**config.mk**
```make
export PLATFORM = sky130hd
export DESIGN_NAME = execute
export DESIGN_NICKNAME = d
export VERILOG_FILES = /design/src/exec_pkg.sv /design/src/execute.sv /design/src/booth_mul.sv /design/src/alu_unit.sv /design/src/alu_core.sv
export VERILOG_INCLUDE_DIRS = /design/src /design/src/src
export SDC_FILE = /design/constraint.sdc
export NUM_CORES = 1
export LEC_CHECK = 0
export ABC_AREA = 1
export BUFFER_PORTS_ARGS = -buffer_cell sky130_fd_sc_hd__buf_2
export CAP_MARGIN = 20
export CORE_ASPECT_RATIO = 0.9
export CORE_MARGIN = 3
export CORE_UTILIZATION = 38
export DETAILED_ROUTE_END_ITERATION = 16
export GPL_TIMING_DRIVEN = 0
export SLEW_MARGIN = 5
export SYNTH_ARGS = -nofsm -noshare
export SYNTH_HDL_FRONTEND = slang
export SYNTH_SLANG_ARGS = --single-unit
```
**constraint.sdc**
```tcl
create_clock -name clk -period 6.1 [get_ports clk]
set_clock_uncertainty 0.1 [all_clocks]
set_input_delay 1.83 -clock clk [delete_from_list [all_inputs] [get_ports clk]]
set_output_delay 1.83 -clock clk [all_outputs]
set_load 0.1 [all_outputs]
```
**src/exec_macros.svh**
```systemverilog
`ifndef EXEC_MACROS_SVH
`define EXEC_MACROS_SVH

// datapath and address width
`define EXEC_XLEN 32

// multiplier operands carry one extra sign bit so mulhu/mulhsu fit a signed core
`define EXEC_MUL_W 33
`define EXEC_PROD_W 66

// one booth step per operand bit
`define EXEC_MUL_STEPS 33

// tag widths toward the register file and ROB
`define EXEC_PREG_W 6
`define EXEC_ROB_W 5

`endif
```
**src/exec_pkg.sv**
```systemverilog
`default_nettype none

`include "exec_macros.svh"

package exec_pkg;

    // rv32 major opcodes handled by the alu lane
    typedef enum logic [6:0] {
        op_lui   = 7'b0110111,
        op_auipc = 7'b0010111,
        op_imm   = 7'b0010011,
        op_reg   = 7'b0110011,
        op_jal   = 7'b1101111,
        op_jalr  = 7'b1100111,
        op_br    = 7'b1100011
    } opcode_e;

    // encodings line up with funct3 where the two overlap
    typedef enum logic [2:0] {
        alu_add = 3'b000,
        alu_sll = 3'b001,
        alu_sra = 3'b010,
        alu_sub = 3'b011,
        alu_xor = 3'b100,
        alu_srl = 3'b101,
        alu_or  = 3'b110,
        alu_and = 3'b111
    } alu_op_e;

    // branch funct3 values
    typedef enum logic [2:0] {
        cmp_beq  = 3'b000,
        cmp_bne  = 3'b001,
        cmp_blt  = 3'b100,
        cmp_bge  = 3'b101,
        cmp_bltu = 3'b110,
        cmp_bgeu = 3'b111
    } cmp_op_e;

    typedef enum logic [2:0] {
        mul_mul    = 3'b000,
        mul_mulh   = 3'b001,
        mul_mulhsu = 3'b010,
        mul_mulhu  = 3'b011
    } mul_op_e;

    typedef struct packed {
        opcode_e                  op_code;
        logic [2:0]               funct3;
        logic [6:0]               funct7;
        logic [`EXEC_XLEN-1:0]    imm;
        logic [`EXEC_XLEN-1:0]    pc;
        logic [`EXEC_XLEN-1:0]    rs1_v;
        logic [`EXEC_XLEN-1:0]    rs2_v;
        logic [`EXEC_PREG_W-1:0]  pd;
        logic [4:0]               rd;
        logic [`EXEC_ROB_W-1:0]   rob_entry;
        // direction and target guessed at fetch
        logic                     pred_taken;
        logic [`EXEC_XLEN-1:0]    btb_pc_next;
    } issue_entry_t;

    typedef struct packed {
        logic [`EXEC_XLEN-1:0]    pv;
        logic [`EXEC_PREG_W-1:0]  pd;
        logic [4:0]               rd;
        logic [`EXEC_XLEN-1:0]    pc;
        logic [`EXEC_ROB_W-1:0]   rob_entry;
        logic                     regf_we;
        logic [`EXEC_XLEN-1:0]    pc_next;
        logic                     update_pc_next;
        logic                     branch_taken;
    } exec_result_t;

endpackage

`default_nettype wire

```
**src/execute.sv**
```systemverilog
`timescale 1ns/1ps
`default_nettype none

module execute (
    input  logic                   clk,
    input  logic                   rst,
    input  logic                   flush,
    // from the reservation station
    input  logic                   alu_issue,
    input  exec_pkg::issue_entry_t alu_entry,
    input  logic                   mul_issue,
    input  exec_pkg::issue_entry_t mul_entry,
    output logic                   mul_ready,
    // to writeback
    output logic                   alu_wb_valid,
    output exec_pkg::exec_result_t alu_result,
    output logic                   mul_wb_valid,
    output exec_pkg::exec_result_t mul_result
);

    alu_unit u_alu_unit (
        .clk      (clk),
        .rst      (rst),
        .flush    (flush),
        .issue    (alu_issue),
        .entry    (alu_entry),
        .wb_valid (alu_wb_valid),
        .result   (alu_result)
    );

    booth_mul u_booth_mul (
        .clk      (clk),
        .rst      (rst),
        .flush    (flush),
        .issue    (mul_issue),
        .entry    (mul_entry),
        .ready    (mul_ready),
        .wb_valid (mul_wb_valid),
        .result   (mul_result)
    );

endmodule

`default_nettype wire

```
**src/booth_mul.sv**
```systemverilog
`timescale 1ns/1ps
`default_nettype none

`include "exec_macros.svh"

module booth_mul (
    input  logic                   clk,
    input  logic                   rst,
    input  logic                   flush,
    input  logic                   issue,
    input  exec_pkg::issue_entry_t entry,
    output logic                   ready,
    output logic                   wb_valid,
    output exec_pkg::exec_result_t result
);

    typedef enum logic [1:0] {
        st_idle,
        st_busy,
        st_done
    } mul_state_e;

    localparam int CNT_W = $clog2(`EXEC_MUL_STEPS + 1);

    mul_state_e               state;
    logic [CNT_W-1:0]         step_cnt;
    logic                     discard;
    logic                     stepping;

    exec_pkg::mul_op_e        in_op;
    logic                     a_signed;
    logic                     b_signed;
    logic [`EXEC_MUL_W-1:0]   mcand_ext;
    logic [`EXEC_MUL_W-1:0]   mplier_ext;

    logic [`EXEC_MUL_W-1:0]   mcand;
    logic [`EXEC_MUL_W:0]     acc;
    logic [`EXEC_MUL_W:0]     acc_sum;
    logic [`EXEC_MUL_W-1:0]   mq;
    logic                     q_prev;
    logic [`EXEC_PROD_W-1:0]  product;

    exec_pkg::mul_op_e        op_q;
    logic [`EXEC_PREG_W-1:0]  pd_q;
    logic [4:0]               rd_q;
    logic [`EXEC_ROB_W-1:0]   rob_q;
    logic [`EXEC_XLEN-1:0]    pc_q;

    // operand extension, mulhsu keeps rs1 signed and rs2 unsigned
    assign in_op      = exec_pkg::mul_op_e'(entry.funct3);
    assign a_signed   = (in_op != exec_pkg::mul_mulhu);
    assign b_signed   = (in_op == exec_pkg::mul_mul) || (in_op == exec_pkg::mul_mulh);
    assign mcand_ext  = {a_signed & entry.rs1_v[`EXEC_XLEN-1], entry.rs1_v};
    assign mplier_ext = {b_signed & entry.rs2_v[`EXEC_XLEN-1], entry.rs2_v};

    assign stepping = (state == st_busy) && (step_cnt != CNT_W'(`EXEC_MUL_STEPS));

    // booth recode on the multiplier lsb pair
    always_comb begin
        case ({mq[0], q_prev})
            2'b01:   acc_sum = acc + {mcand[`EXEC_MUL_W-1], mcand};
            2'b10:   acc_sum = acc - {mcand[`EXEC_MUL_W-1], mcand};
            default: acc_sum = acc;
        endcase
    end

    always_ff @(posedge clk) begin
        if (rst) begin
            state    <= st_idle;
            step_cnt <= '0;
            discard  <= 1'b0;
        end else begin
            case (state)
                st_idle: begin
                    if (issue) begin
                        state    <= st_busy;
                        step_cnt <= '0;
                        discard  <= flush;
                    end
                end
                st_busy: begin
                    // job keeps running after a flush, only the writeback is dropped
                    if (flush) begin
                        discard <= 1'b1;
                    end
                    if (stepping) begin
                        step_cnt <= step_cnt + 1'b1;
                    end else begin
                        state <= st_done;
                    end
                end
                default: begin
                    state <= st_idle;
                end
            endcase
        end
    end

    always_ff @(posedge clk) begin
        if (state == st_idle && issue) begin
            mcand  <= mcand_ext;
            mq     <= mplier_ext;
            acc    <= '0;
            q_prev <= 1'b0;
            op_q   <= in_op;
            pd_q   <= entry.pd;
            rd_q   <= entry.rd;
            rob_q  <= entry.rob_entry;
            pc_q   <= entry.pc;
        end else if (stepping) begin
            // arithmetic shift of {acc, mq, q_prev}
            {acc, mq, q_prev} <= {acc_sum[`EXEC_MUL_W], acc_sum, mq};
        end
    end

    assign product  = {acc[`EXEC_MUL_W-1:0], mq};
    assign ready    = (state == st_idle);
    assign wb_valid = (state == st_done) && !discard;

    always_comb begin
        result           = '0;
        result.pd        = pd_q;
        result.rd        = rd_q;
        result.pc        = pc_q;
        result.rob_entry = rob_q;
        result.regf_we   = wb_valid;
        if (op_q == exec_pkg::mul_mul) begin
            result.pv = product[`EXEC_XLEN-1:0];
        end else begin
            result.pv = product[2*`EXEC_XLEN-1:`EXEC_XLEN];
        end
    end

endmodule

`default_nettype wire

```
**src/alu_unit.sv**
```systemverilog
`timescale 1ns/1ps
`default_nettype none

`include "exec_macros.svh"

module alu_unit (
    input  logic                   clk,
    input  logic                   rst,
    input  logic                   flush,
    input  logic                   issue,
    input  exec_pkg::issue_entry_t entry,
    output logic                   wb_valid,
    output exec_pkg::exec_result_t result
);

    logic                   issue_q;
    exec_pkg::issue_entry_t entry_q;

    logic [`EXEC_XLEN-1:0]  op_a;
    logic [`EXEC_XLEN-1:0]  op_b;
    exec_pkg::alu_op_e      alu_op;
    exec_pkg::cmp_op_e      cmp_op;
    logic [`EXEC_XLEN-1:0]  alu_out;
    logic                   cmp_true;

    logic [`EXEC_XLEN-1:0]  pc_plus4;
    logic [`EXEC_XLEN-1:0]  pc_plus_imm;
    logic [`EXEC_XLEN-1:0]  br_next;
    logic                   br_redirect;

    // single issue register, a flush kills whatever was sampled
    always_ff @(posedge clk) begin
        if (rst || flush) begin
            issue_q <= 1'b0;
            entry_q <= '0;
        end else begin
            issue_q <= issue;
            entry_q <= entry;
        end
    end

    alu_core u_alu_core (
        .a        (op_a),
        .b        (op_b),
        .alu_op   (alu_op),
        .cmp_op   (cmp_op),
        .alu_out  (alu_out),
        .cmp_true (cmp_true)
    );

    assign pc_plus4    = entry_q.pc + `EXEC_XLEN'(4);
    assign pc_plus_imm = entry_q.pc + entry_q.imm;

    // actual next pc of a branch and whether fetch guessed it wrong
    assign br_next     = cmp_true ? pc_plus_imm : pc_plus4;
    assign br_redirect = (cmp_true != entry_q.pred_taken) || (entry_q.btb_pc_next != br_next);

    assign wb_valid = issue_q;

    always_comb begin
        op_a   = entry_q.rs1_v;
        op_b   = entry_q.imm;
        alu_op = exec_pkg::alu_add;
        cmp_op = exec_pkg::cmp_blt;

        result                = '0;
        result.pd             = entry_q.pd;
        result.rd             = entry_q.rd;
        result.pc             = entry_q.pc;
        result.rob_entry      = entry_q.rob_entry;
        result.regf_we        = issue_q;

        case (entry_q.op_code)
            exec_pkg::op_lui: begin
                result.pv = entry_q.imm;
            end
            exec_pkg::op_auipc: begin
                result.pv = pc_plus_imm;
            end
            exec_pkg::op_imm, exec_pkg::op_reg: begin
                if (entry_q.op_code == exec_pkg::op_reg) begin
                    op_b = entry_q.rs2_v;
                end
                result.pv = alu_out;
                // funct3 010/011 are slt/sltu, 101 is the right shifts
                case (entry_q.funct3)
                    3'b010: begin
                        cmp_op    = exec_pkg::cmp_blt;
                        result.pv = {{(`EXEC_XLEN-1){1'b0}}, cmp_true};
                    end
                    3'b011: begin
                        cmp_op    = exec_pkg::cmp_bltu;
                        result.pv = {{(`EXEC_XLEN-1){1'b0}}, cmp_true};
                    end
                    3'b101: begin
                        alu_op = entry_q.funct7[5] ? exec_pkg::alu_sra : exec_pkg::alu_srl;
                    end
                    3'b000: begin
                        // sub exists only in register form
                        if (entry_q.op_code == exec_pkg::op_reg && entry_q.funct7[5]) begin
                            alu_op = exec_pkg::alu_sub;
                        end
                    end
                    default: begin
                        alu_op = exec_pkg::alu_op_e'(entry_q.funct3);
                    end
                endcase
            end
            exec_pkg::op_jal: begin
                // target already followed at fetch
                op_a           = entry_q.pc;
                result.pv      = pc_plus4;
                result.pc_next = alu_out;
            end
            exec_pkg::op_jalr: begin
                result.pv             = pc_plus4;
                result.pc_next        = {alu_out[`EXEC_XLEN-1:1], 1'b0};
                result.update_pc_next = 1'b1;
            end
            exec_pkg::op_br: begin
                op_b                  = entry_q.rs2_v;
                cmp_op                = exec_pkg::cmp_op_e'(entry_q.funct3);
                result.branch_taken   = cmp_true;
                result.update_pc_next = br_redirect;
                result.pc_next        = br_redirect ? br_next : '0;
            end
            default: begin
            end
        endcase
    end

endmodule

`default_nettype wire

```
**src/alu_core.sv**
```systemverilog
`timescale 1ns/1ps
`default_nettype none

`include "exec_macros.svh"

module alu_core (
    input  logic [`EXEC_XLEN-1:0] a,
    input  logic [`EXEC_XLEN-1:0] b,
    input  exec_pkg::alu_op_e     alu_op,
    input  exec_pkg::cmp_op_e     cmp_op,
    output logic [`EXEC_XLEN-1:0] alu_out,
    output logic                  cmp_true
);

    logic [4:0] shamt;

    assign shamt = b[4:0];

    always_comb begin
        case (alu_op)
            exec_pkg::alu_add: alu_out = a + b;
            exec_pkg::alu_sll: alu_out = a << shamt;
            exec_pkg::alu_sra: alu_out = $unsigned($signed(a) >>> shamt);
            exec_pkg::alu_sub: alu_out = a - b;
            exec_pkg::alu_xor: alu_out = a ^ b;
            exec_pkg::alu_srl: alu_out = a >> shamt;
            exec_pkg::alu_or:  alu_out = a | b;
            default:           alu_out = a & b;
        endcase
    end

    // comparator runs in parallel, also feeds slt/sltu
    always_comb begin
        case (cmp_op)
            exec_pkg::cmp_beq:  cmp_true = (a == b);
            exec_pkg::cmp_bne:  cmp_true = (a != b);
            exec_pkg::cmp_blt:  cmp_true = ($signed(a) < $signed(b));
            exec_pkg::cmp_bge:  cmp_true = ($signed(a) >= $signed(b));
            exec_pkg::cmp_bltu: cmp_true = (a < b);
            default:            cmp_true = (a >= b);
        endcase
    end

endmodule

`default_nettype wire

```
==> results.sh, run 1 <==
export IMPL_power_leakage_nw=20.38
export IMPL_cp_data_required_time_ns=4.17
export IMPL_preCtsSetupSlack_ns=-2.928
export IMPL_cp_arrival_ns=5.80
export IMPL_routabilityCongestion=1.065
export IMPL_critPathTopFamily="simple AND/OR/NAND/NOR gates"
export IMPL_ys_flop_type="dfxtp_1"
export IMPL_clk_latency_ns=0.58
export IMPL_drt_iter0_markers=4120
export IMPL_fin_util_pct=56.28
export IMPL_area_growth_pct=45.88
export IMPL_async_flop_share_pct=0
export IMPL_cp_max_fo=10
export IMPL_hpwl_mm=130.0
export IMPL_synth_top_area_share_pct=16.05
export IMPL_powerDensity_nw_per_um2=223.8
export IMPL_start_kind="flip-flop"
export IMPL_tns_ns=-80.17
export IMPL_ys_types=66
export IMPL_min_delay_start="u_booth_mul.discard"
export IMPL_synth_warnings=0
export IMPL_ys_seq_elements=349
export IMPL_fp_coreArea_um2=75000
export IMPL_holdWs_ns=0.3702
export IMPL_placed_cell_area_um2=33970
export IMPL_r2r_end="u_booth_mul.acc[32]"
export IMPL_cts_num_sinks=349
export IMPL_final_area_um2=42220
export IMPL_slew_headroom_pct=10.69
export IMPL_vias=35306
export IMPL_slew_viol_final=0
export IMPL_violations="negative setup slack"
export IMPL_rr_worst_depth=25
export IMPL_regToRegSetupSlack_ns=0.93
export IMPL_netlist_top_cells_area="dfxtp_1 16%, nand2_1 13%, edfxtp_1 12%"
export IMPL_antenna_left=0
export IMPL_period_minus_slack_ns=7.733
export IMPL_grt_usage_pct=38.23
export IMPL_hold_path_class="flip-flop to flip-flop"
export IMPL_tightest_slew_ns=1.340
export IMPL_power_mw=9.447
export IMPL_fmax_mhz=129.3
export IMPL_grt_pass1_wl_mm=223.7
export IMPL_stdcell_count=6393
export IMPL_drc_errors=0
export IMPL_num_io_pins=626
export IMPL_drive_above_1_share_pct=31.55
export IMPL_syn_cell_area_um2=28940
export IMPL_r2r_start="u_booth_mul.mcand[0]"
export IMPL_grt_max_degree=53
export IMPL_hold_path_depth=1
export IMPL_avgSynthCellArea_um2=6.445
export IMPL_hold_violations=0
export IMPL_grt_pass1_vias=32895
export IMPL_status="finished, violations left"
export IMPL_fin_crit_sh_pct=126.8
export IMPL_finalSetupViolCount=66
export IMPL_drtPass1Iterations=6
export IMPL_port_buffers=506
export IMPL_ys_seq_area_share_pct=28.19
export IMPL_cts_buffers=39
export IMPL_wl_per_cell_um=25.23
export IMPL_totalWireLength_mm=161.3
export IMPL_peakVddDrop_mv=0.3709
export IMPL_grt_antenna_before_repair=18
export IMPL_synth_top_area_cell="dfxtp_1"
export IMPL_cts_tree="yes"
export IMPL_end_kind="output pin"
export IMPL_critPathKind="flip-flop to output pin"
export IMPL_die_y_um=267.8
export IMPL_finalWorstSetupSlack_ns=-1.633
export IMPL_dpl_cell_count=6070
export IMPL_cts_clk_slew_worst_paths_ns=0.07
export IMPL_via_per_inst=5.523
export IMPL_synth_cells=4490
export IMPL_overflow=0
export IMPL_slowest_delay_ns=0.44
export IMPL_clk_path_buf_depth=3
export IMPL_die_area_um2=79510
export IMPL_min_to="u_booth_mul.discard"
export IMPL_rows=95
export IMPL_critical_path_slowest_cell="or3b_4"
export IMPL_root_buffer="clkbuf_16"
export IMPL_die_x_um=296.9
export IMPL_n_fill_cell=7257
export IMPL_synth_edf_count=117
export IMPL_cts_max_level=2
export IMPL_nets=5902
export IMPL_drv_cap=0
export IMPL_initial_core_util_pct=38.58
export IMPL_rsz0062_at_grt="true"
export IMPL_path_buf_inv=9
## routing by layer
metal / GRT usage [%] / part of all wire [%] / vias to the layer above
li1: - / - / 16198
met1: 49.92 / 40 / 16587
met2: 59.40 / 43 / 2072
met3: 8.417 / 11 / 435
met4: 20.24 / 6.5 / 14
met5: 0 / 0.052 / -
## cells in the final DEF (no fill, tap or decap), types with 56 or more instances in the layout
| cell type | n |
|---|---|
| nor2_1 | 470 |
| dfxtp_1 | 226 |
| xor2_1 | 87 |
| buf_4 | 293 |
| nand2_2 | 90 |
| nand3_1 | 189 |
| a21oi_1 | 237 |
| inv_2 | 56 |
| nand2_1 | 851 |
| clkbuf_1 | 86 |
| nand2_4 | 68 |
| buf_12 | 98 |
| inv_1 | 598 |
| edfxtp_1 | 117 |
| o21ai_0 | 237 |
| buf_6 | 63 |
| ha_1 | 140 |
| buf_2 | 445 |
| o21ai_2 | 61 |
## Yosys cell counts (all sizes together) (2+ instances only)
master	count
a2111oi	3
a211oi	9
a21boi	11
a21o	7
a21oi	276
a221oi	9
a22oi	2
a311oi	4
a31o	3
a31oi	16
and2	2
buf	145
clkbuf	119
clkinv	8
dfxtp	232
edfxtp	117
fa	4
ha	166
inv	671
mux2i	7
nand2	1027
nand3	287
nand3b	20
nand4	35
nor2	514
nor3	42
nor3b	2
nor4	12
o2111ai	10
o211ai	40
o21a	19
o21ai	393
o21bai	25
o221ai	27
o22ai	24
o31ai	10
or2	61
xnor2	32
xor2	88
## report_power, final
group	total, mW	internal (mW)	switching (mW)
Combinational	4.23	1.29	2.94
Sequential	2.80	2.63	0.172
Clock	2.42	1.36	1.05
## worst max path at each step
stage                       startpoint             end  slack [ns]  cells past startpoint
3_5_place_dp   u_alu_unit.entry_q[191]  alu_result[25]       -2.93                     38
3_3_place_gp   u_alu_unit.entry_q[189]  alu_result[25]       -3.80                     34
6_report       u_alu_unit.entry_q[190]  alu_result[10]       -1.63                     33
2_1_floorplan  u_alu_unit.entry_q[188]  alu_result[13]       -0.19                     34
4_1_cts        u_alu_unit.entry_q[190]   alu_result[8]       -1.51                     37
5_1_grt        u_alu_unit.entry_q[190]  alu_result[10]       -1.76                     42
## cell type report
cell class                 count  area [um^2]  area share, %
inverter                     679         2615          6.194
multi-input combinational   3231        20640          48.89
sequential                   349         8173          19.36
antenna                        5        12.51        0.02964
timing repair buffer         784         6132          14.53
buffer                       255         2069          4.902
clock buffer                  48         1040          2.463
tap                         1018         1274          3.017
clock inverter                24        260.3         0.6165
## registers in the layout, indices dropped and copies added (netlist names)
| register | flops |
|---|---|
| u_alu_unit.entry_q | 140 |
| u_booth_mul.rd_q | 5 |
| u_alu_unit.wb_valid | 1 |
| u_booth_mul.state | 2 |
| u_booth_mul.acc | 33 |
| u_booth_mul.op_q | 3 |
| u_booth_mul.step_cnt | 6 |
| u_booth_mul.pd_q | 6 |
| u_booth_mul.q_prev | 1 |
| u_booth_mul.discard | 1 |
| u_booth_mul.mq | 33 |
| u_booth_mul.pc_q | 32 |
| u_booth_mul.mcand | 33 |
| u_alu_unit.result | 48 |
| u_booth_mul.rob_q | 5 |
## cells by family (layout without fill, tap and decap cells)
| kind of cell | Yosys count | in the layout | synth area share [%] |
|---|---|---|---|
| flops | 349 | 349 | 28.19 |
| fa+ha+maj | 170 | 170 | 7.454 |
| simple gates | 2005 | 2005 | 29.08 |
| buf+inv | 943 | 1790 | 13.78 |
| xor+xnor | 120 | 120 | 3.632 |
| other cells | 1 | 39 | 0.01296 |
| mux | 7 | 7 | 0.2421 |
| compound gates | 895 | 895 | 17.61 |
## what timing repair did
item                       4_1_cts  5_1_grt
hold buffers                     0        0
pin swaps                      210      167
resized for setup             1042      270
buffers inserted               164       88
cloned                          10        2
hold endpoints to repair         0        0
setup endpoints to repair       66       66
Power figures use the tool's default switching activity.
==> run 2, diff against run 1 <==
--- a/config.mk
+++ b/config.mk
@@ -12,6 +12,7 @@
 export CORE_ASPECT_RATIO = 0.9
 export CORE_MARGIN = 3
 export CORE_UTILIZATION = 38
+export CTS_BUF_LIST = sky130_fd_sc_hd__clkbuf_16
 export DETAILED_ROUTE_END_ITERATION = 16
 export GPL_TIMING_DRIVEN = 0
 export SLEW_MARGIN = 5
==> run 2 against run 1 <==
  * Fmax is 0.30% higher
  * First-iteration DRC count rose by 3.8%
  * Die area stayed put
  * The run still ends with negative setup slack left
  * Largest power group unchanged
  * Cell count about the same
==> results.sh, run 2 (synthesized netlist as in run 1, its figures left out) <==
export IMPL_power_mw=9.399
export IMPL_regToRegSetupSlack_ns=0.94
export IMPL_peakVddDrop_mv=0.3704
export IMPL_final_cell_mix="851 x nand2_1, 604 x inv_1, 470 x nor2_1"
export IMPL_min_delay_start="u_booth_mul.discard"
export IMPL_regMostFlops="u_alu_unit.entry_q"
export IMPL_slowest_delay_ns=0.44
export IMPL_clk_latency_ns=0.58
export IMPL_routabilityCongestion=1.065
export IMPL_cts_num_sinks=349
export IMPL_die_area_um2=79510
export IMPL_clk_path_buf_depth=3
export IMPL_critPathKind="flip-flop to output pin"
export IMPL_initial_core_util_pct=38.58
export IMPL_finalWorstSetupSlack_ns=-1.610
export IMPL_r2r_start="u_booth_mul.mcand[0]"
export IMPL_cpMostUsedCell="buf_12"
export IMPL_largest_reg_flops=140
export IMPL_rows=95
export IMPL_min_to="u_booth_mul.discard"
export IMPL_placed_cell_area_um2=33970
export IMPL_cts_clk_slew_worst_paths_ns=0.07
export IMPL_grt_pass1_wl_mm=223.7
export IMPL_cts_max_level=2
export IMPL_critical_path_slowest_cell="or3b_4"
export IMPL_drive_above_1_share_pct=31.49
export IMPL_fmax_mhz=129.7
export IMPL_drc_errors=0
export IMPL_drt_iter0_markers=4277
export IMPL_drv_cap=0
export IMPL_cts_tree="yes"
export IMPL_cp_max_fo=8
export IMPL_cp_arrival_ns=5.78
export IMPL_hpwl_mm=130.0
export IMPL_drtPass1Iterations=6
export IMPL_totalWireLength_mm=161.4
export IMPL_num_io_pins=626
export IMPL_powerDensity_nw_per_um2=222.8
export IMPL_grt_antenna_before_repair=17
export IMPL_antenna_left=0
export IMPL_grt_max_degree=53
export IMPL_slew_viol_final=0
export IMPL_die_x_um=296.9
export IMPL_n_fill_cell=7263
export IMPL_cts_buffers=39
export IMPL_power_leakage_nw=20.38
export IMPL_start_kind="flip-flop"
export IMPL_grt_usage_pct=38.22
export IMPL_via_per_inst=5.521
export IMPL_violations="negative setup slack"
export IMPL_finalSetupViolCount=66
export IMPL_slew_headroom_pct=9.939
export IMPL_fp_coreArea_um2=75000
export IMPL_fin_crit_sh_pct=126.4
export IMPL_hold_path_class="flip-flop to flip-flop"
export IMPL_cts_hold_buf=0
export IMPL_root_buffer="clkbuf_16"
export IMPL_vias=35289
export IMPL_r2r_end="u_booth_mul.acc[32]"
export IMPL_rr_worst_depth=25
export IMPL_final_common_cell="nand2_1"
export IMPL_grt_pass1_vias=32876
export IMPL_overflow=0
export IMPL_rsz0062_at_grt="true"
export IMPL_nets=5902
export IMPL_hold_path_depth=1
export IMPL_tightest_slew_ns=1.351
export IMPL_wl_per_cell_um=25.24
export IMPL_final_area_um2=42180
export IMPL_hold_violations=0
export IMPL_status="finished, violations left"
export IMPL_cp_data_required_time_ns=4.17
export IMPL_period_minus_slack_ns=7.710
export IMPL_end_kind="output pin"
export IMPL_die_y_um=267.8
export IMPL_port_buffers=506
export IMPL_area_growth_pct=45.77
export IMPL_tns_ns=-79.50
run 2: how the worst max path moves through the flow:
stage | from | end | slack, ns | depth (start not counted)
after floorplan | u_alu_unit.entry_q[188] | alu_result[13] | -0.19 | 34
after global placement | u_alu_unit.entry_q[189] | alu_result[25] | -3.80 | 34
after detailed placement | u_alu_unit.entry_q[191] | alu_result[25] | -2.93 | 38
after CTS | u_alu_unit.entry_q[190] | alu_result[8] | -1.51 | 37
after global routing | u_alu_unit.entry_q[190] | alu_result[10] | -1.76 | 42
final | u_alu_unit.entry_q[190] | alu_result[10] | -1.61 | 33
run 2: cell type report:
cell class	count	area (um^2)	area share (%)
sequential	349	8173	19.37
antenna	4	10.01	0.02373
tap	1018	1274	3.020
clock inverter	33	294.0	0.6970
timing repair buffer	784	6132	14.54
multi-input combinational	3231	20640	48.93
clock buffer	39	975.9	2.314
buffer	255	2069	4.906
inverter	679	2615	6.199
run 2: layer usage:
layer / track usage, % / vias to the layer above / wire [um]
li1: - / 16193 / -
met1: 49.91 / 16543 / 64090
met2: 59.41 / 2111 / 69170
met3: 8.329 / 428 / 17250
met4: 20.33 / 14 / 10760
met5: 0 / - / 91
run 2: through the flow:
stage               setup WS (ns)  hold WS [ns]  utilization [%]  instances
floorplan                 -0.1898        0.3434                -       4523
global placement           -3.796        0.3567            44.96       6047
detailed placement         -2.928        0.3604            45.28       6070
CTS                        -1.509        0.3750            54.08       6312
global route               -1.762        0.4024            56.23       6389
finish                     -1.610        0.3702            56.24       6392
run 2: worst max-delay path, delay by kind of cell (launching register included):
family | cells | cell delay [ns]
AO/OA/AOI/OAI | 3 | 0.70
buffers and inverters | 11 | 1.53
flip-flops | 1 | 0.39
adder cells (fa/ha/maj) | 1 | 0.30
AND/OR/NAND/NOR | 18 | 2.22
run 2: repair_timing:
action | CTS | global route
cloned | 10 | 2
pin swaps | 210 | 167
endpoints found under the setup margin | 66 | 66
endpoints found under the hold margin | 0 | 0
setup buffers | 164 | 88
gates resized for setup | 1042 | 270
run 2: where the power goes:
part	internal (mW)	total [mW]	leakage, nW	switching, mW
Combinational	1.29	4.23	16.7	2.95
Sequential	2.63	2.80	3.05	0.173
Clock	1.32	2.36	0.633	1.05
